$ cat config.mk
export PLATFORM = sky130hd
export DESIGN_NAME = readout_word_aligner
export DESIGN_NICKNAME = d
export VERILOG_FILES = /design/src/source/uram_readout_pkg.sv /design/src/source/readout_word_aligner.sv
export SDC_FILE = /design/constraint.sdc
export NUM_CORES = 1
export LEC_CHECK = 0
export BUFFER_PORTS_ARGS = -buffer_cell sky130_fd_sc_hd__clkbuf_2
export CAP_MARGIN = 30
export CORE_AREA = 2 2 44 46
export CTS_BUF_LIST = sky130_fd_sc_hd__clkbuf_4
export CTS_CLUSTER_SIZE = 10
export DETAILED_ROUTE_END_ITERATION = 8
export DIE_AREA = 0 0 46 48
export PLACE_DENSITY = 0.78
export SETUP_SLACK_MARGIN = 0.05
export SLEW_MARGIN = 20
export SYNTH_ARGS = -nofsm -noshare
export SYNTH_HDL_FRONTEND = slang
export SYNTH_SLANG_ARGS = --single-unit
$ cat constraint.sdc
create_clock -name clk_i -period 0.8 [get_ports clk_i]
set_input_delay 0 -clock clk_i [delete_from_list [all_inputs] [get_ports clk_i]]
set_output_delay 0 -clock clk_i [all_outputs]
set_load 0.05 [all_outputs]
$ cat src/source/uram_readout_pkg.sv
package uram_readout_pkg;

    // buffer geometry, the buffer holds 2**ADDR_BITS samples
    localparam int ADDR_BITS = 10;
    localparam int DATA_BITS = 32;
    localparam int BUF_DEPTH = 1 << ADDR_BITS;

    // cycles from an address at the read port to its data at the output
    // the memory registers the address and then the data, so two stages
    localparam int READ_LATENCY = 2;

    // width of the accepted and dropped trigger counters
    localparam int STAT_BITS = 16;

    // one write into the sample buffer
    typedef struct packed {
        logic [ADDR_BITS-1:0] addr;
        logic [DATA_BITS-1:0] data;
    } buf_wr_t;

    // one word leaving the readout block
    // first marks the opening word of an event and last the closing one
    typedef struct packed {
        logic [DATA_BITS-1:0] data;
        logic                 first;
        logic                 last;
    } readout_word_t;

    // sequencer states
    // RUN waits for the first word of the event to come out,
    // DRAIN waits for the word that carries the last flag
    typedef enum logic [1:0] {
        IDLE,
        RUN,
        DRAIN
    } readout_state_e;

endpackage

$ cat src/source/readout_word_aligner.sv
`timescale 1ns/1ns

module readout_word_aligner
    import uram_readout_pkg::*;
(
    input  logic                 clk_i,
    input  logic                 reset_i,
    input  logic                 addr_valid_i,
    input  logic                 complete_i,
    input  logic [DATA_BITS-1:0] rd_data_i,
    output logic                 word_valid_o,
    output readout_word_t        word_o
);

    // delay lines for the strobes, one stage per memory pipeline stage
    // several addresses of an event are in flight at once, one per stage
    logic [READ_LATENCY-1:0] valid_sr;
    logic [READ_LATENCY-1:0] complete_sr;

    // strobes lined up with the data at the memory output
    logic valid_d;
    logic complete_d;

    // valid of the word before the current one, used to find the
    // opening word of an event
    logic prev_valid;

    assign valid_d    = valid_sr[READ_LATENCY-1];
    assign complete_d = complete_sr[READ_LATENCY-1];

    // shift the strobes along with the read pipeline
    always_ff @(posedge clk_i) begin
        if (reset_i) begin
            valid_sr    <= '0;
            complete_sr <= '0;
            prev_valid  <= 1'b0;
        end else begin
            valid_sr[0]    <= addr_valid_i;
            complete_sr[0] <= complete_i;
            for (int i = 1; i < READ_LATENCY; i++) begin
                valid_sr[i]    <= valid_sr[i-1];
                complete_sr[i] <= complete_sr[i-1];
            end
            prev_valid <= valid_d;
        end
    end

    // the data comes straight from the memory output register
    assign word_valid_o = valid_d;
    assign word_o.data  = rd_data_i;

    // events never run back to back without a gap, so a valid word
    // whose predecessor was idle is always the first of its event
    assign word_o.first = valid_d && !prev_valid;

    // the counter raises complete with the last address, so the delayed
    // strobe lands on the last word
    assign word_o.last  = complete_d;

endmodule

Word level (Yosys, flattened, before mapping)
Index checks and enable logic that the tools add are counted.

storage, ports and cells
  register bits after elaboration = 5
  output and inout port bits = 35
  logic and storage cells = 5

operators by class
  reductions and logical operators = 2

operators by type and width
  cell               number
  logical AND 1 bit  1
  logical NOT 1 bit  1

Depth between registers and ports, before layout
  depth in word-level cells = 2
  depth in mapped cells = 1
  mapped depth without buffers = 1

Least setup slack after synthesis
No wires, ideal clock.

  path kind = reg-to-output
  from = reg valid_sr[1]
  to = out word_o[1] (netlist bit)
  arrival time = 1404 ps
  required time = 800 ps
  setup slack = -604 ps
  cell stages (with the launch flop) = 2
  path buffers = 0
  path through = dfxtp_1 nor2b_1

RTL lines
  element                            line                        source
  from (decl)                        readout_word_aligner.sv:17  logic [READ_LATENCY-1:0] valid_sr;
  from (signal, indexed assignment)  readout_word_aligner.sv:41  valid_sr[i] <= valid_sr[i-1];
  to (decl)                          readout_word_aligner.sv:12  output readout_word_t word_o

==> out/metrics.yaml <==
run_status:
  status: "finished with violations"
  violations: "negative setup slack"
logic_synthesis:
  synth.top_cell.area_share_pct: 64.3
  synth_fp_nets: 80
  synthesis.area_um2: 385
  yosys.area.top_type: "buf_4"
  syn_area_per_cell_um2: 8.76
  synth_cell_type_count: 3
  ys_ff_latch: 5
  seq_area_frac_synth_pct: 26.0
  netlist_instances: 44
  ys_warn_count: 0
  synthTopCellsByArea: "buf_4 (64%), dfxtp_1 (26%), nor2b_1 (9.7%)"
timing:
  layout_setup_ws_ns: -0.0779
  tightest_slew_ns: 0.108
  hold_slack_ns: 0.0000193
  min_period_ns: 0.878
  fmax_mhz: 1140
  fin_skew_ns: 0.00163
  setup_tns_ns: -0.150
  rsz0062_at_grt: "true"
  max_slew_margin_pct: 92.8
  hold_viol: 0
  setup_violations: 2
  slew_violations: 0
  finalCritPeriodShare_pct: 110
power_and_ir_drop:
  p_leak_nw: 0.132
  ir_worst_vdd_mv: 0.577
  powerDensity_nw_per_um2: 2170
place:
  gp_congestion: 0.520
  io_buffer_count: 6
  dpl_worst_slack_ns: 0.0873
route:
  top_layer: "met3"
  via_per_inst: 3.60
  drc: 0
  initialDrtViolationCount: 11
  wl_met3_um: 88
  postRouteAntennaNets: 0
  routed_wl_um: 420
  met2WireLength_um: 204
  avgRoutedWirePerCell_um: 10.0
  vias: 151
  drt-met1-wl_um: 127
  drtPass1Iterations: 4
layout:
  final_common_cell: "nor2b_1"
  layout-drive-gt1-share_pct: 56.0
  mostFrequentLayoutCells: "nor2b_1 (5), clkbuf_4 (4), dfxtp_1 (3), dlygate4sd3_1 (3), clkbuf_2 (3)"
  area_growth_pct: -19.8
  num-fill-cells: 196
  final_util_pct: 18.3
  n_antenna_cell: 0
  layout.nets: 62
global_route:
  antenna_found_initial: 0
  grt_pass1_vias: 152
  grt-ovfl-total: 0
  grt_pass1_wl_um: 621
  grt_max_degree: 6
  grtUsageTotal_pct: 4.58
worst_setup_path:
  cp-end-kind: "primary output"
  cp.required_ns: 0.80
  criticalPathCategory: "register to primary output"
  arrival_ns: 0.88
  r2r_setup_slack_ns: 0.23
  critPathMaxFanout: 3
  start_kind: "register"
clock_network:
  clk_pin_slew_ns: 0.04
  cts_root_buf: "clkbuf_4"
  clock_path_buffers: 2
  clock_latency_ns: 0.24
  cts_buffers: 3
  clock_sinks: 5
  h-tree-depth: 1
  cts_tree: "yes"
worst_hold_path:
  min_path_type: "input port to primary output"
floorplanning:
  die-area_um2: 2210
  die_h_um: 48
  rows: 15
  die_x_um: 46
  fp.coreArea_um2: 1690
  io_pins: 71
  initial_core_util_pct: 22.8
run:
  cap_viol_max_count: 0
==> worst paths after layout <==
check / depth (start not counted) / from / to
min: 0 / rd_data_i[2] / word_o[4]
max reg2reg: 1 / valid_sr[1]$_SDFF_PP0_ / prev_valid$_SDFF_PP0_
max: 2 / valid_sr[1]$_SDFF_PP0_ / word_o[1]
min reg2reg: 1 / valid_sr[0]$_SDFF_PP0_ / valid_sr[1]$_SDFF_PP0_
==> area by class of cell <==
type / instances / area (um^2) / area share [%]
Tap cell: 17 / 21.3 / 6.88
Sequential cell: 5 / 105 / 34.0
Timing Repair Buffer: 10 / 108 / 34.8
Multi-Input combinational cell: 6 / 45.0 / 14.6
Clock buffer: 4 / 30.0 / 9.72
==> power breakdown <==
group          switching [mW]  internal [mW]  total [mW]
logic                  0.0345         0.0442      0.0786
clock network           0.104          0.222       0.327
registers             0.00446          0.259       0.264
total                   0.143          0.526       0.669
==> what timing repair did <==
item                                    4_1_cts  5_1_grt
gates resized for setup                       7        3
buffers inserted                              1        0
endpoints found under the hold margin         5        0
endpoints found under the setup margin        3        3
hold buffers                                  3        0
==> metal layers <==
layer	global-route usage, %	vias to the layer above
li1	-	62
met1	3.12	69
met2	4.44	20
met4	5.14	0
met5	0	-
met3	7.55	0
==> synthesized netlist by cell type <==
cell     instances
buf_4           33
dfxtp_1          5
nor2b_1          6
==> sequential cells by signal, summed over array words and instances, names as in the netlist <==
register,cells
prev_valid,1
valid_sr,2
complete_sr,2
==> worst max-delay path: stages (launching register included) <==
cell     delay, ns
dfxtp_4       0.34
nor2b_4       0.15
buf_8         0.15
==> stage by stage <==
step	std cells	power [mW]	area (um^2)
6_report	42	0.669	309
5_1_grt	42	0.714	309
4_1_cts	42	0.683	305
3_5_place_dp	34	0.315	200
3_3_place_gp	34	0.313	200
2_1_floorplan	44	0.733	397
==> cell families (layout without fill, tap and decap cells) <==
group                  count (synthesis)  in the layout  share of synthesized area, %
buffers and inverters                 33             14                          64.3
and+or+nand+nor                        6              6                          9.74
DFF                                    5              5                          26.0
(Power assumes the default switching activity.)
