### src/source/uram_readout_pkg.sv
package uram_readout_pkg;

    // buffer geometry, the buffer holds 2**ADDR_BITS samples
    localparam int ADDR_BITS = 10;
    localparam int DATA_BITS = 32;
    localparam int BUF_DEPTH = 1 << ADDR_BITS;

    // cycles from an address at the read port to its data at the output
    // the memory registers the address and then the data, so two stages
    localparam int READ_LATENCY = 2;

    // width of the accepted and dropped trigger counters
    localparam int STAT_BITS = 16;

    // one write into the sample buffer
    typedef struct packed {
        logic [ADDR_BITS-1:0] addr;
        logic [DATA_BITS-1:0] data;
    } buf_wr_t;

    // one word leaving the readout block
    // first marks the opening word of an event and last the closing one
    typedef struct packed {
        logic [DATA_BITS-1:0] data;
        logic                 first;
        logic                 last;
    } readout_word_t;

    // sequencer states
    // RUN waits for the first word of the event to come out,
    // DRAIN waits for the word that carries the last flag
    typedef enum logic [1:0] {
        IDLE,
        RUN,
        DRAIN
    } readout_state_e;

endpackage

### src/source/readout_sequencer.sv
`timescale 1ns/1ns

module readout_sequencer
    import uram_readout_pkg::*;
(
    input  logic                 clk_i,
    input  logic                 reset_i,
    input  logic                 trigger_i,
    input  logic [ADDR_BITS-1:0] trig_addr_i,
    input  logic                 out_valid_i,
    input  logic                 out_last_i,
    output logic                 run_o,
    output logic [ADDR_BITS-1:0] start_addr_o,
    output logic                 busy_o,
    output logic [STAT_BITS-1:0] accepted_count_o,
    output logic [STAT_BITS-1:0] dropped_count_o
);

    readout_state_e state;
    readout_state_e state_next;

    // a trigger is taken only from idle, anything else is dropped
    logic accept;
    logic drop;
    // the closing word of the event is at the output this cycle
    logic last_seen;

    assign accept    = trigger_i && (state == IDLE);
    assign drop      = trigger_i && (state != IDLE);
    assign last_seen = out_valid_i && out_last_i;

    // busy covers everything from the cycle after the trigger up to and
    // including the last output word
    assign busy_o = (state != IDLE);

    // next state
    always_comb begin
        state_next = state;
        case (state)
            IDLE: begin
                if (accept) begin
                    state_next = RUN;
                end
            end
            RUN: begin
                // a single word event can end right on its first word
                if (last_seen) begin
                    state_next = IDLE;
                end else if (out_valid_i) begin
                    state_next = DRAIN;
                end
            end
            DRAIN: begin
                if (last_seen) begin
                    state_next = IDLE;
                end
            end
            default: begin
                state_next = IDLE;
            end
        endcase
    end

    // state, run pulse and counters
    always_ff @(posedge clk_i) begin
        if (reset_i) begin
            state            <= IDLE;
            run_o            <= 1'b0;
            accepted_count_o <= '0;
            dropped_count_o  <= '0;
        end else begin
            state <= state_next;
            // run is high for exactly the cycle after an accepted trigger
            run_o <= accept;
            // both counters simply wrap when they overflow
            if (accept) begin
                accepted_count_o <= accepted_count_o + 1'b1;
            end
            if (drop) begin
                dropped_count_o <= dropped_count_o + 1'b1;
            end
        end
    end

    // start address is payload, it only matters while run is high
    always_ff @(posedge clk_i) begin
        if (accept) begin
            start_addr_o <= trig_addr_i;
        end
    end

endmodule

### config.mk
export PLATFORM = sky130hd
export DESIGN_NAME = readout_sequencer
export DESIGN_NICKNAME = d
export VERILOG_FILES = /design/src/source/uram_readout_pkg.sv /design/src/source/readout_sequencer.sv
export SDC_FILE = /design/constraint.sdc
export NUM_CORES = 1
export LEC_CHECK = 0
export BUFFER_PORTS_ARGS = -buffer_cell sky130_fd_sc_hd__buf_2
export CORE_MARGIN = 5
export CORE_UTILIZATION = 40
export CTS_CLUSTER_SIZE = 40
export DETAILED_ROUTE_END_ITERATION = 8
export GPL_ROUTABILITY_DRIVEN = 0
export GPL_TIMING_DRIVEN = 0
export PLACE_DENSITY = 0.65
export SLEW_MARGIN = 0
export SYNTH_ARGS = -nofsm -noshare
export SYNTH_HDL_FRONTEND = slang
export SYNTH_SLANG_ARGS = --single-unit
export TNS_END_PERCENT = 5
### constraint.sdc
create_clock -name clk_i -period 2.1 [get_ports clk_i]
set_clock_uncertainty 0.05 [all_clocks]
set_input_delay 0.105 -clock clk_i [delete_from_list [all_inputs] [get_ports clk_i]]
set_output_delay 0.105 -clock clk_i [all_outputs]
set_load 0.005 [all_outputs]
After elaboration in Yosys (flattened, before gate mapping)
Index checks and enable logic that the tools add are counted.
- add/sub/neg operators: 2
- equality and inequality tests: 5
- mux-type cells: 5
- reductions and logical operators: 6
- operators by type and width (operator ; number):
    adder 16 x 1 -> 16 bit, second input constant ; 2
    2-to-1 mux 2 bit ; 4
    one-hot mux 2 bit (3 select lines) ; 1
    != test 2 bit, second input constant ; 2
    logical AND 1 bit ; 3
    != test 3 bit, second input constant ; 1
    AND reduction 3 bit ; 1
    == test 2 x 1 -> 1 bit, second input constant ; 1
    == test 2 bit, second input constant ; 1
    logical NOT 2 bit ; 1
    nonzero test 2 bit ; 1
- bits in registers: 45
- input port bits: 15
- output and inout port bits: 44
- word-level logic and storage cells: 23

Logic depth before layout (Yosys ltp)
- depth after elaboration: 4
- gate-level depth with buffers: 6
- mapped depth without buffers: 5

Worst setup path before layout
Ideal clock, no wire load.
- path type: reg2reg
- from: register state[0]
- to: register accepted_count_o[15]
- library setup time: 70 ps
- arrival time: 1767 ps
- data required time: 1980 ps
- path slack: 212 ps
- cell stages (with the launch flop): 5
- buffers on the path: 0
- clock period less this slack: 1888 ps
- path through: dfxtp_1 > or3b_4 > or4_4 > or3_1 > a21oi_1
- cells in the longest elaborated chain, start to end: 2
- RTL lines (element ; line ; RTL):
    start: declaration ; readout_sequencer.sv:19 ; readout_state_e state;
    start signal: assignment ; readout_sequencer.sv:72 ; state <= state_next;
    logical NOT 2 bit ; readout_sequencer.sv:28 ; assign accept = trigger_i && (state == IDLE);
    logical AND 1 bit ; readout_sequencer.sv:28 ;
    end signal: assignment ; readout_sequencer.sv:77 ; accepted_count_o <= accepted_count_o + 1'b1;
    end: declaration ; readout_sequencer.sv:15 ; output logic [STAT_BITS-1:0] accepted_count_o,
Every way passes these cells.
A chain may end at the register's enable or synchronous reset.

Worst setup path in the final report
- from: register state[1]
- to: register accepted_count_o[13]
Same word-level chain as after synthesis.

==> qor.yml <==
cts:
  tritoncts: "built"
  cts_setup_buffers: 0
  clk_pin_slew_ns: 0.09
  insertion_delay_ns: 0.29
  cts.path.max_buffers: 2
  cts_made_buffers: 5
  cts_sinks: 45
  root_buffer: "clkbuf_8"
  cts.htree.levels: 2
drt:
  routedWlPerCell_um: 12.6
  dr.pass1.iters: 4
  finalWirelength_mm: 3.94
  final_antenna_net_count: 0
  drc: 0
  first_iter_violations: 117
  vias: 1574
  vias_per_cell: 5.03
grt:
  grt_pass1_vias: 1454
  antenna_found_initial: 0
  grtUsageTotal: 0.132
  grt_max_degree: 16
  grt_pass1_wl_mm: 6.62
  grt_overflow_total: 0
timing:
  setup_viol_count_final: 0
  setup_tns_ns: 0
  slew_headroom: 0.647
  max_clock_freq_mhz: 502
  period_needed_ns: 1.99
  worstMarginPinSlew_ns: 0.530
  layout_setup_ws_ns: 0.110
  fin_crit_sh: 0.948
  rsz0062_at_grt: "no"
  finalHoldViolations: 0
  drv_slew: 0
hold_path:
  holdPathStages: 3
  whs_endpoint: "state[0]"
  hold_class: "primary input to flip-flop"
  min_from: "trigger_i"
finish:
  drive_gt1_frac: 0.276
  final_nets: 277
  diodes: 0
  fillerInstances: 414
  area_delta_synth_final_pct: 32.8
die:
  placement_rows: 24
  core_um2: 4380
  initial_core_util: 0.415
  fp.dieH_um: 77.4
  die_w_um: 77.4
  ioPinCount: 59
  die_area_um2: 5990
logic_synthesis:
  ys_seq_area_frac: 0.551
  synth.distinct_cells: 30
  syn_inst: 184
  yosysMostFrequentCell: "dfxtp_1"
  synth_area_leaders: "dfxtp_1 (39%), edfxtp_1 (17%), xor2_1 (6.3%)"
  syn_area_um2: 1820
  syn_nets: 201
  synth-seq-cells: 45
  yosysTopAreaCell: "dfxtp_1"
  synth_edf_count: 10
  synth_top_area_share: 0.385
  synth-main-ff-cell: "dfxtp_1"
  async_reset_ff_frac: 0
  ys_top_cells_by_count: "dfxtp_1 (35), nor2_1 (23), nand2_1 (13), xor2_1 (13), a21oi_1 (11)"
  avgSynthCellArea_um2: 9.88
  yosys_warnings: 0
worst_setup_path:
  r2r-end: "accepted_count_o[13]"
  reg2regPathDepth: 4
  path_cells: "or3b_4 > or4_4 > or3_1 > a21oi_1"
  r2r_setup_slack_ns: 0.11
  path_class: "flip-flop to flip-flop"
  cp-start-kind: "flip-flop"
  slowest_stage: "or4_4"
  end_kind: "flip-flop"
  path_max_fanout: 7
  max_stage_delay_ns: 0.58
  reg2reg_from: "state[1]"
  critPathRequiredTime_ns: 2.28
  critPathArrivalTime_ns: 2.17
  worstSetupStartpoint: "state[1]"
run_status:
  status: "finished clean"
job:
  drv_cap: 0
placed_design:
  dp_hpwl_mm: 2.77
  numPortBuffers: 57
  dp_slack_ns: 0.109
pwr:
  pwr_density_cell_nw_per_um2: 700
  p_leak_nw: 1.01
  vdd_ir_drop_max_mv: 0.355
==> worst max path at each step <==
stage | to
floorplan | accepted_count_o[15]
global placement | accepted_count_o[12]
detailed placement | accepted_count_o[15]
CTS | accepted_count_o[15]
global route | accepted_count_o[13]
finish | accepted_count_o[13]
==> area by class of cell <==
type                            count  area, µm²  share of cell area
Clock buffer                        5       68.8              0.0285
Clock inverter                      3       46.3              0.0192
Sequential cell                    45       1000               0.415
Timing Repair Buffer               69        405               0.168
Multi-Input combinational cell    127        777               0.322
Inverter                            5       22.5             0.00933
Buffer                              7       27.5              0.0114
Tap cell                           52       65.1              0.0269
==> routing by layer <==
| metal | wire length (µm) | GRT usage |
|---|---|---|
| met1 | 1770 | 0.161 |
| met5 | 0 | 0 |
| met2 | 1860 | 0.223 |
| met3 | 271 | 0.0428 |
| met4 | 40 | 0.0361 |
==> what timing repair did <==
action                                  in CTS  in global routing
endpoints found under the setup margin       0                  5
hold endpoints to repair                    11                  0
hold buffers                                12                  0
resized for setup                            0                  3
==> placed cells by master (no fill, tap or decap), types with 2 or more instances in the layout <==
master and instances:
clkbuf_1 6, and3_1 2, edfxtp_1 10, or3_1 8
xor2_1 13, dlygate4sd3_1 12, nand4b_1 2, nand2_1 13
clkbuf_8 5, ha_1 2, clkinvlp_4 2, a21oi_1 11
o21ai_0 9, and4_1 2, nand4_1 10, inv_1 4
mux2i_1 2, buf_2 58, nor2_1 23, xnor2_1 8
dfxtp_1 34, nor3_1 4, nand3_1 6, nor2b_1 2
==> power by group <==
group / internal (W) / switching [W] / leakage, nW
Sequential: 0.000909 / 0.0000146 / 0.379
Combinational: 0.0000555 / 0.0000550 / 0.576
Clock: 0.000356 / 0.000301 / 0.0543
==> cells by family after synthesis <==
family                   count (synthesis)  share of synthesized area
XOR/XNOR                                21                      0.101
adder cells (fa/ha/maj)                  2                     0.0138
multiplexers                             2                     0.0110
AO/OA/AOI/OAI                           23                     0.0709
AND/OR/NAND/NOR                         79                      0.227
flip-flops                              45                      0.551
buffers and inverters                   12                     0.0255
==> critical path: cells and delay by family, from the launching register on <==
kind / cells / cell delay, ns
simple gates: 3 / 1.36
compound gates: 1 / 0.15
flops: 1 / 0.38
==> per-stage QoR <==
stage,instance area [µm²],hold slack [ns],total power (W),util,instances
after detailed placement,2170,0.233,0.00104,0.495,293
after CTS,2400,0.0975,0.00171,0.548,313
after global routing,2410,0.134,0.00176,0.551,313
after floorplan,1820,0.151,0.000989,-,184
final,2410,0.105,0.00169,0.551,313
after global placement,2170,0.231,0.00104,0.495,293
==> state kept, by name, indices dropped and copies added (netlist names) <==
name / cells
accepted_count_o: 16
dropped_count_o: 16
start_addr_o: 10
state: 2
run_o: 1
No activity file was read; power rests on OpenSTA's default activity.
