[config.mk]
export PLATFORM = sky130hd
export DESIGN_NAME = uram_read_counter
export DESIGN_NICKNAME = d
export VERILOG_FILES = /design/src/source/uram_readout_pkg.sv /design/src/source/uram_read_counter.sv
export SDC_FILE = /design/constraint.sdc
export NUM_CORES = 1
export LEC_CHECK = 0
export CORE_MARGIN = 1.5
export CORE_UTILIZATION = 60
export CTS_BUF_LIST = sky130_fd_sc_hd__clkbuf_16
export DETAILED_ROUTE_END_ITERATION = 6
export DONT_BUFFER_PORTS = 1
export GPL_TIMING_DRIVEN = 0
export HOLD_SLACK_MARGIN = 0.05
export PLACE_DENSITY = 0.77
export SLEW_MARGIN = 20
export SYNTH_ARGS = -nofsm -noshare
export SYNTH_HDL_FRONTEND = slang
export SYNTH_SLANG_ARGS = --single-unit
[constraint.sdc]
create_clock -name clk_i -period 4.5 [get_ports clk_i]
set_clock_uncertainty 0.1 [all_clocks]
set_input_delay 0.225 -clock clk_i [delete_from_list [all_inputs] [get_ports clk_i]]
set_output_delay 0.225 -clock clk_i [all_outputs]
set_load 0.02 [all_outputs]
[src/source/uram_readout_pkg.sv]
package uram_readout_pkg;

    // buffer geometry, the buffer holds 2**ADDR_BITS samples
    localparam int ADDR_BITS = 10;
    localparam int DATA_BITS = 32;
    localparam int BUF_DEPTH = 1 << ADDR_BITS;

    // cycles from an address at the read port to its data at the output
    // the memory registers the address and then the data, so two stages
    localparam int READ_LATENCY = 2;

    // width of the accepted and dropped trigger counters
    localparam int STAT_BITS = 16;

    // one write into the sample buffer
    typedef struct packed {
        logic [ADDR_BITS-1:0] addr;
        logic [DATA_BITS-1:0] data;
    } buf_wr_t;

    // one word leaving the readout block
    // first marks the opening word of an event and last the closing one
    typedef struct packed {
        logic [DATA_BITS-1:0] data;
        logic                 first;
        logic                 last;
    } readout_word_t;

    // sequencer states
    // RUN waits for the first word of the event to come out,
    // DRAIN waits for the word that carries the last flag
    typedef enum logic [1:0] {
        IDLE,
        RUN,
        DRAIN
    } readout_state_e;

endpackage

[src/source/uram_read_counter.sv]
`timescale 1ns/1ns

module uram_read_counter
    import uram_readout_pkg::*;
#(
    parameter int COUNT_MAX = 171
) (
    input  logic                 clk_i,
    input  logic                 reset_i,
    input  logic                 run_i,
    input  logic [ADDR_BITS-1:0] start_addr_i,
    output logic                 addr_valid_o,
    output logic [ADDR_BITS-1:0] addr_o,
    output logic                 complete_o
);

    // the remaining count has to hold COUNT_MAX-1, and at least one bit
    // is needed even when COUNT_MAX is 1
    localparam int CNT_BITS = $clog2(COUNT_MAX + 1);

    // active is high for exactly COUNT_MAX cycles after a run pulse
    logic                active;
    logic [ADDR_BITS-1:0] addr_q;
    // counts down and reaches zero on the last address of the event
    logic [CNT_BITS-1:0]  remaining;

    // the last address is the one presented while the count sits at zero
    assign complete_o   = active && (remaining == '0);
    assign addr_valid_o = active;
    assign addr_o       = addr_q;

    // control state, cleared by reset
    always_ff @(posedge clk_i) begin
        if (reset_i) begin
            active <= 1'b0;
        end else if (!active) begin
            // a run pulse starts an event on the next cycle
            active <= run_i;
        end else if (remaining == '0) begin
            // the final address has just gone out
            active <= 1'b0;
        end
    end

    // address and count of the event in progress
    always_ff @(posedge clk_i) begin
        if (!active) begin
            if (run_i) begin
                addr_q    <= start_addr_i;
                remaining <= CNT_BITS'(COUNT_MAX - 1);
            end
        end else if (remaining != '0) begin
            // the address wraps by itself at the buffer depth since it is
            // exactly ADDR_BITS wide
            addr_q    <= addr_q + 1'b1;
            remaining <= remaining - 1'b1;
        end
    end

    // a run pulse while active is ignored because the sequencer
    // only issues one from its idle state

endmodule

# Yosys cells after proc, flatten, opt, wreduce, memory -nomap -nowiden
# Cells that the tools add are included.
# totals
register_bits	19
input_bits	13
output_inout_bits	12
# op_classes
n_addsub	2
eq_ne	1
muxes	8
reduce_logical	5
# op_table
operator	count
$mux 10	3
$mux 8	3
$add 10x1->10 const B	1
$logic_not 8->1	1
$reduce_bool 8->1	1
$sub 8x1->8 const B	1
$mux 1	2
$ne 2x1->1 const B	1
$reduce_and 2->1	1
$reduce_bool 2->1	1
$logic_and 1x1->1	1

# Depth between registers and ports, before layout
# Gate-level depths: netlist (run 1).
# depth
depth_word	3
depth_mapped	5

# Least setup slack after synthesis (run 1)
# Ideal clock, no wire load.
# synth_timing
kind	reg-to-reg
start	register remaining[3]
end	register addr_q[0] (netlist: addr_o[0]) (enable)
setup_time_ns	0.353
arrival_time_ns	1.968
required_time_ns	4.047
setup_slack_ns	2.079
path_stages_with_launch	4
cell_sequence	edfxtp_1 > or4_4 > nor4_2 > nor2_1
# synth_via
elab_chain_cells	3
# synth_rtl
element	line	rtl
start, declared	uram_read_counter.sv:25	logic [CNT_BITS-1:0] remaining;
start signal, assigned	uram_read_counter.sv:50	remaining <= CNT_BITS'(COUNT_MAX - 1);
start signal, assigned	uram_read_counter.sv:56	remaining <= remaining - 1'b1;
$reduce_bool 8->1	uram_read_counter.sv:52	end else if (remaining != '0) begin
$ne 2x1->1 (no line)	--	
$reduce_and 2->1 (no line)	--	
end signal, assigned	uram_read_counter.sv:49	addr_q <= start_addr_i;
end signal, assigned	uram_read_counter.sv:55	addr_q <= addr_q + 1'b1;
end, declared	uram_read_counter.sv:23	logic [ADDR_BITS-1:0] addr_q;
# Every way passes these cells.
# A chain may end at the register's enable or synchronous reset.

# Worst setup path in the final report (run 1)
# Ends and elaborated chain as after synthesis.

==> impl_metrics.csv, run 1 <==
group,metric,value,unit
floorplanning,start_util,65.0,%
clock_tree,clk_pin_slew,50,ps
synth,yosys.area.top_type_share,53.9,%
synth,syn_nets,111,
pwr,ir_worst_vdd,0.299,mV
setup_path,cp_num_buf_inv,0,
timing,max_freq,0.395,GHz
clock_tree,clockRootBuffer,"clkbuf_16",
synth,syn_inst,95,
synth,postSynthAreaPerCell,10.5,um2
finish,diodes,0,
floorplanning,rows,14,
placement,gp_routability_congestion,0.744,
pwr,p_seq_share,52.1,%
floorplanning,die-area,1920,um2
clock_tree,post_cts_resized,0,
route,drc_errors,0,
floorplanning,io-pin-count,25,
synth,synth_edf_count,18,
synth,yosysMostFrequentCell,"edfxtp_1",
synth,synth_area_leaders,"edfxtp_1, or3_1, nor2_1",
timing,maxSlewViolCount,0,
setup_path,path_cells,"or4_4 -> nor4_2 -> nor2_2",
clock_tree,tritoncts,"yes",
timing,worstMarginPinSlew,867,ps
hold_path,hp-class,"in -> reg",
pwr,pwr_density_cell,421,nW/um2
route,wl_per_cell,15.2,um
global_route,grt_overflow,0,
timing,setup_viol,0,
setup_path,crit_cells,3,
timing,max_slew_margin,42.2,%
synth,yosys_warnings,0,
job,drv_cap,0,
pwr,swShare,25.2,%
finish,syn2layout_area_growth,11.2,%
synth,post-synth-top-area-cell,"edfxtp_1",
setup_path,critPathCaptureType,"register",
route,drt_iter0_markers,14,
finish,drive_gt1_share,9.00,%
clock_tree,clockBufferDepth,2,
route,routed_wl,1760,um
setup_path,cp_max_fo,18,
clock_tree,clock-sinks,19,
timing,period_share,56.3,%
floorplanning,die_h,43.9,um
pwr,comb_power_share,9.4,%
finish,fin_nets,117,
route,drt_pass1_iterations,4,
setup_path,critPathSlowestCell,"nor4_2",
timing,hold_violations,0,
pwr,p_switching,118,uW
global_route,grt_usage,20.3,%
synth,synthesis.area,1000,um2
hold_path,hold_path_depth,2,
placement,place_hpwl,1280,um
global_route,grt_antenna_before_repair,0,
setup_path,critical_path.startpoint_type,"register",
pwr,clockPowerShare,38.5,%
pwr,p_int,351,uW
pwr,p_leak,0.000370,uW
floorplanning,core_area,1540,um2
setup_path,arrival,2350,ps
pwr,design_power_total,469,uW
clock_tree,cts_buffers,3,
placement,portBuffers,0,
route,antenna_left,0,
setup_path,critical_path_class,"reg -> reg",
clock_tree,ctsHtreeMaxLevel,1,
synth,synth_seq_cells,19,
timing,grt_setup_unrepaired,"no",
synth,yosys-top-cells-count,"edfxtp_1, nor2_1, o21ai_0, or3_1, a21oi_1",
finish,fillCellCount,111,
global_route,first_global_vias,675,
route,vias,732,
global_route,grt_pass1_wl,2840,um
outcome,outcome,"finished, final reports clean",
route,viasPerCell,6.31,
synth,synth-main-ff-cell,"edfxtp_1",
timing,period_needed,2530,ps
synth,seq_area_frac_synth,55.9,%
synth,yosysUniqueCellTypes,23,
setup_path,critPathRequiredTime,4320,ps
timing,setup_tns,0,ps
setup_path,r2r_cells,3,
synth,async_reset_ff_share,0,%
setup_path,cpLargestDelayFamily,"simple AND/OR/NAND/NOR gates",
setup_path,cpPeakStageDelay,670,ps
clock_tree,clk_latency,250,ps
floorplanning,die_width,43.9,um
global_route,grt_max_degree,19,
-- through the flow --
stage / cell area, um2 / setup WS [ps] / utilization (%) / hold WS (ps) / cells
after floorplan: 1000 / 2080 / - / 204 / 95
after global placement: 1020 / 1830 / 66.3 / 207 / 111
after detailed placement: 1020 / 1990 / 66.5 / 212 / 111
after CTS: 1110 / 1970 / 72.3 / 76.1 / 116
after global routing: 1110 / 1900 / 72.3 / 97.6 / 116
final: 1110 / 1970 / 72.3 / 74.7 / 116
-- power groups by stage --
stage / combinational (uW) / clock (uW) / sequential (uW)
2_1_floorplan: 35.6 / 0 / 243
3_3_place_gp: 41.6 / 0 / 247
3_5_place_dp: 44.0 / 0 / 248
4_1_cts: 44.2 / 183 / 244
5_1_grt: 51.4 / 185 / 247
6_report: 44.0 / 181 / 244
-- state kept, by name, indices dropped and copies added (netlist names) --
name          count
addr_o           10
addr_valid_o      1
remaining         8
-- cell type report --
class / count / area (um2) / area share (%)
Clock buffer: 3 / 75.1 / 6.73
Buffer: 3 / 11.3 / 1.01
Timing Repair Buffer: 1 / 10.0 / 0.898
Sequential cell: 19 / 561 / 50.3
Clock inverter: 1 / 5.00 / 0.449
Inverter: 5 / 18.8 / 1.68
Tap cell: 16 / 20.0 / 1.80
Multi-Input combinational cell: 68 / 414 / 37.1
-- cell families after synthesis --
logic type | count (synthesis) | synth area share [%]
simple gates | 39 | 21.1
buf+inv | 8 | 3.00
flops | 19 | 55.9
fa+ha+maj | 3 | 3.75
xor+xnor | 4 | 3.50
compound gates | 21 | 11.6
mux | 1 | 1.12
-- worst register-to-register path, delay by kind of cell, from the launching register on --
kind / cells / cell delay [ps]
flip-flops: 1 / 470
AND/OR/NAND/NOR: 3 / 1630
-- worst paths after layout --
kind,start,end,slack [ps]
hold reg to reg,remaining[0],remaining[0],470
setup / recovery,remaining[3],addr_o[0],1970
setup reg to reg,remaining[3],addr_o[0],1970
hold / removal,start_addr_i[0],addr_o[0],70
-- layout by cell type, fill, tap and decap left out, drive strengths merged --
master / n
nor4: 1
dfxtp: 1
xnor2: 2
edfxtp: 18
xor2: 2
nand2b: 2
o21ai: 8
nand4: 2
nand2: 5
nor3: 1
inv: 5
nor2: 11
mux2: 1
ha: 3
clkinv: 1
dlygate4sd3: 1
a21oi: 6
nand3: 5
clkbuf: 6
or3: 9
a31oi: 5
or4: 3
o31ai: 2
-- metal layers --
layer,vias up,GRT usage [%],wire length (um),share of wire (%)
met2,34,30.6,786,45
li1,367,-,-,-
met3,8,4.17,122,6.9
met1,323,29.1,812,46
met5,-,0,0,0
met4,0,7.88,40,2.3
-- what timing repair did --
action                     CTS  global route
setup endpoints to repair    0             0
buffers inserted             0             0
hold buffers                 1             0
hold endpoints to repair     1             0
No activity file was read; power rests on OpenSTA's default activity.
==> run 2: changes to the inputs <==
--- a/config.mk
+++ b/config.mk
@@ -6,13 +6,13 @@
 export NUM_CORES = 1
 export LEC_CHECK = 0
 export CORE_MARGIN = 1.5
-export CORE_UTILIZATION = 60
+export CORE_UTILIZATION = 54
 export CTS_BUF_LIST = sky130_fd_sc_hd__clkbuf_16
 export DETAILED_ROUTE_END_ITERATION = 6
 export DONT_BUFFER_PORTS = 1
 export GPL_TIMING_DRIVEN = 0
 export HOLD_SLACK_MARGIN = 0.05
-export PLACE_DENSITY = 0.77
+export PLACE_DENSITY = 0.73
 export SLEW_MARGIN = 20
 export SYNTH_ARGS = -nofsm -noshare
 export SYNTH_HDL_FRONTEND = slang
==> constraint.sdc (replaced) <==
create_clock -name clk_i -period 2.3 [get_ports clk_i]
set_clock_uncertainty 0.1 [all_clocks]
set_input_delay 0.115 -clock clk_i [delete_from_list [all_inputs] [get_ports clk_i]]
set_output_delay 0.115 -clock clk_i [all_outputs]
set_load 0.02 [all_outputs]
==> run 2 against run 1 <==
  * Clock-buffer cell count is the same
  * Critical path type unchanged
  * Register-to-register slack got worse by 1800 ps
  * Cell area increased by 11%
  * Critical endpoint is now addr_o[7]
  * Setup slack lost 1800 ps
  * Sequential power grew 97%
==> impl_metrics.csv, run 2 (synthesis gave the netlist of run 1 again) <==
group,metric,value,unit
outcome,outcome,"finished, final reports clean",
setup_path,arrival,1970,ps
placement,portBuffers,0,
timing,hold_slack,50.9,ps
setup_path,setup.worst_path.start,"remaining[3]",
finish,final_area,1240,um2
placement,place_hpwl,1360,um
setup_path,critPathCaptureType,"register",
setup_path,cp_max_fo,18,
timing,max_slew_margin,63.8,%
finish,diodes,0,
global_route,grt_max_degree,19,
clock_tree,cts_buffers,3,
clock_tree,clockBufferDepth,2,
finish,syn2layout_area_growth,23.6,%
clock_tree,tritoncts,"yes",
clock_tree,clk_latency,250,ps
pwr,pwr_density_cell,756,nW/um2
global_route,grt_antenna_before_repair,0,
route,routed_wl,2110,um
global_route,grt_pass1_wl,3370,um
pwr,ir_worst_vdd,0.549,mV
setup_path,critical_path.startpoint_type,"register",
finish,largest_reg_flops,10,
timing,worstMarginPinSlew,538,ps
route,viasPerCell,5.86,
timing,hold_violations,0,
clock_tree,clockRootBuffer,"clkbuf_16",
finish,fin_nets,127,
finish,layoutNonFillerInstCount,135,
job,drv_cap,0,
setup_path,cpPeakStageDelay,610,ps
setup_path,r2r_end,"addr_o[7]",
floorplanning,die_width,46.1,um
clock_tree,ctsHtreeMaxLevel,1,
setup_path,critPathRequiredTime,2150,ps
floorplanning,rows,15,
setup_path,critPathSlowestCell,"or4_4",
placement,place_area,1040,um2
finish,post-route-util,71.7,%
finish,final_cell_mix,"edfxtp_1, dlygate4sd3_1, nor2_1",
clock_tree,post-cts-setup-buffer-count,0,
setup_path,r2r_slack,180,ps
floorplanning,core_area,1730,um2
clock_tree,clock-sinks,19,
timing,maxSlewViolCount,0,
pwr,p_leak,0.000419,uW
setup_path,r2r_cells,3,
route,drc_errors,0,
timing,setup_viol,0,
timing,max_freq,0.472,GHz
timing,grt_setup_unrepaired,"no",
floorplanning,start_util,58.0,%
hold_path,hold_path_depth,2,
global_route,grt_overflow,0,
route,wl_per_cell,15.6,um
floorplanning,io-pin-count,25,
route,drt_pass1_iterations,4,
global_route,grt_usage,22.6,%
hold_path,hp-class,"in -> reg",
pwr,design_power_total,936,uW
route,vias,791,
setup_path,crit_end,"addr_o[7]",
floorplanning,die_h,46.1,um
placement,post-place-cells,120,
route,antenna_left,0,
route,drt_iter0_markers,17,
setup_path,critical_path_class,"reg -> reg",
clock_tree,clk_pin_slew,60,ps
setup_path,path_cells,"or4_4 -> nor4_4 -> nor2_4",
finish,drive_gt1_share,7.27,%
setup_path,timing.rr.start,"remaining[3]",
floorplanning,die-area,2120,um2
timing,period_needed,2120,ps
global_route,first_global_vias,765,
timing,period_share,92.1,%
finish,final_common_cell,"edfxtp_1",
placement,gp_routability_congestion,0.719,
run 2: cell type report:
class / count / area (um2)
sequential: 19 / 561
fill: 126 / 488
multi-input combinational: 68 / 428
timing repair buffer: 11 / 110
clock buffer: 3 / 75.1
tap: 25 / 31.3
inverter: 5 / 18.8
buffer: 3 / 11.3
clock inverter: 1 / 3.75
run 2: where the power goes:
group          leakage, uW  internal [uW]  total [uW]  switching, uW
Sequential        0.000181            419         480           60.8
Combinational     0.000196           46.4         104           57.5
Clock            0.0000423            231         352            121
Total             0.000419            697         936            239
run 2: metal layers:
layer | track usage (%) | wire length, um | up-vias
met5 | 0 | 0 | -
met4 | 7.43 | 22 | 0
met3 | 3.92 | 97 | 4
met2 | 37.5 | 1100 | 24
met1 | 29.8 | 890 | 377
li1 | - | - | 386
run 2: stage by stage:
| step | TNS [ps] | setup slack, ps |
|---|---|---|
| global placement | -2770 | -154 |
| CTS | 0 | 51.0 |
| global route | 0 | 57.2 |
| floorplan | 0 | 106 |
| finish | 0 | 181 |
| detailed placement | 0 | 66.6 |
run 2: worst min path at each step:
stage,startpoint,to,slack [ps]
global route,start_addr_i[6],addr_o[6],90
CTS,start_addr_i[6],addr_o[6],60
global placement,reset_i,addr_valid_o,90
finish,start_addr_i[6],addr_o[6],50
floorplan,reset_i,addr_valid_o,90
detailed placement,reset_i,addr_valid_o,100
run 2: worst max-delay path, delay by kind of cell, from the launching register on:
| family | cells | cell delay, ps |
|---|---|---|
| DFF | 1 | 480 |
| and+or+nand+nor | 3 | 1250 |
run 2: what timing repair did:
item | 4_1_cts | 5_1_grt
endpoints found under the hold margin | 10 | 0
gates resized for setup | 0 | 1
endpoints found under the setup margin | 0 | 18
hold buffers | 11 | 0
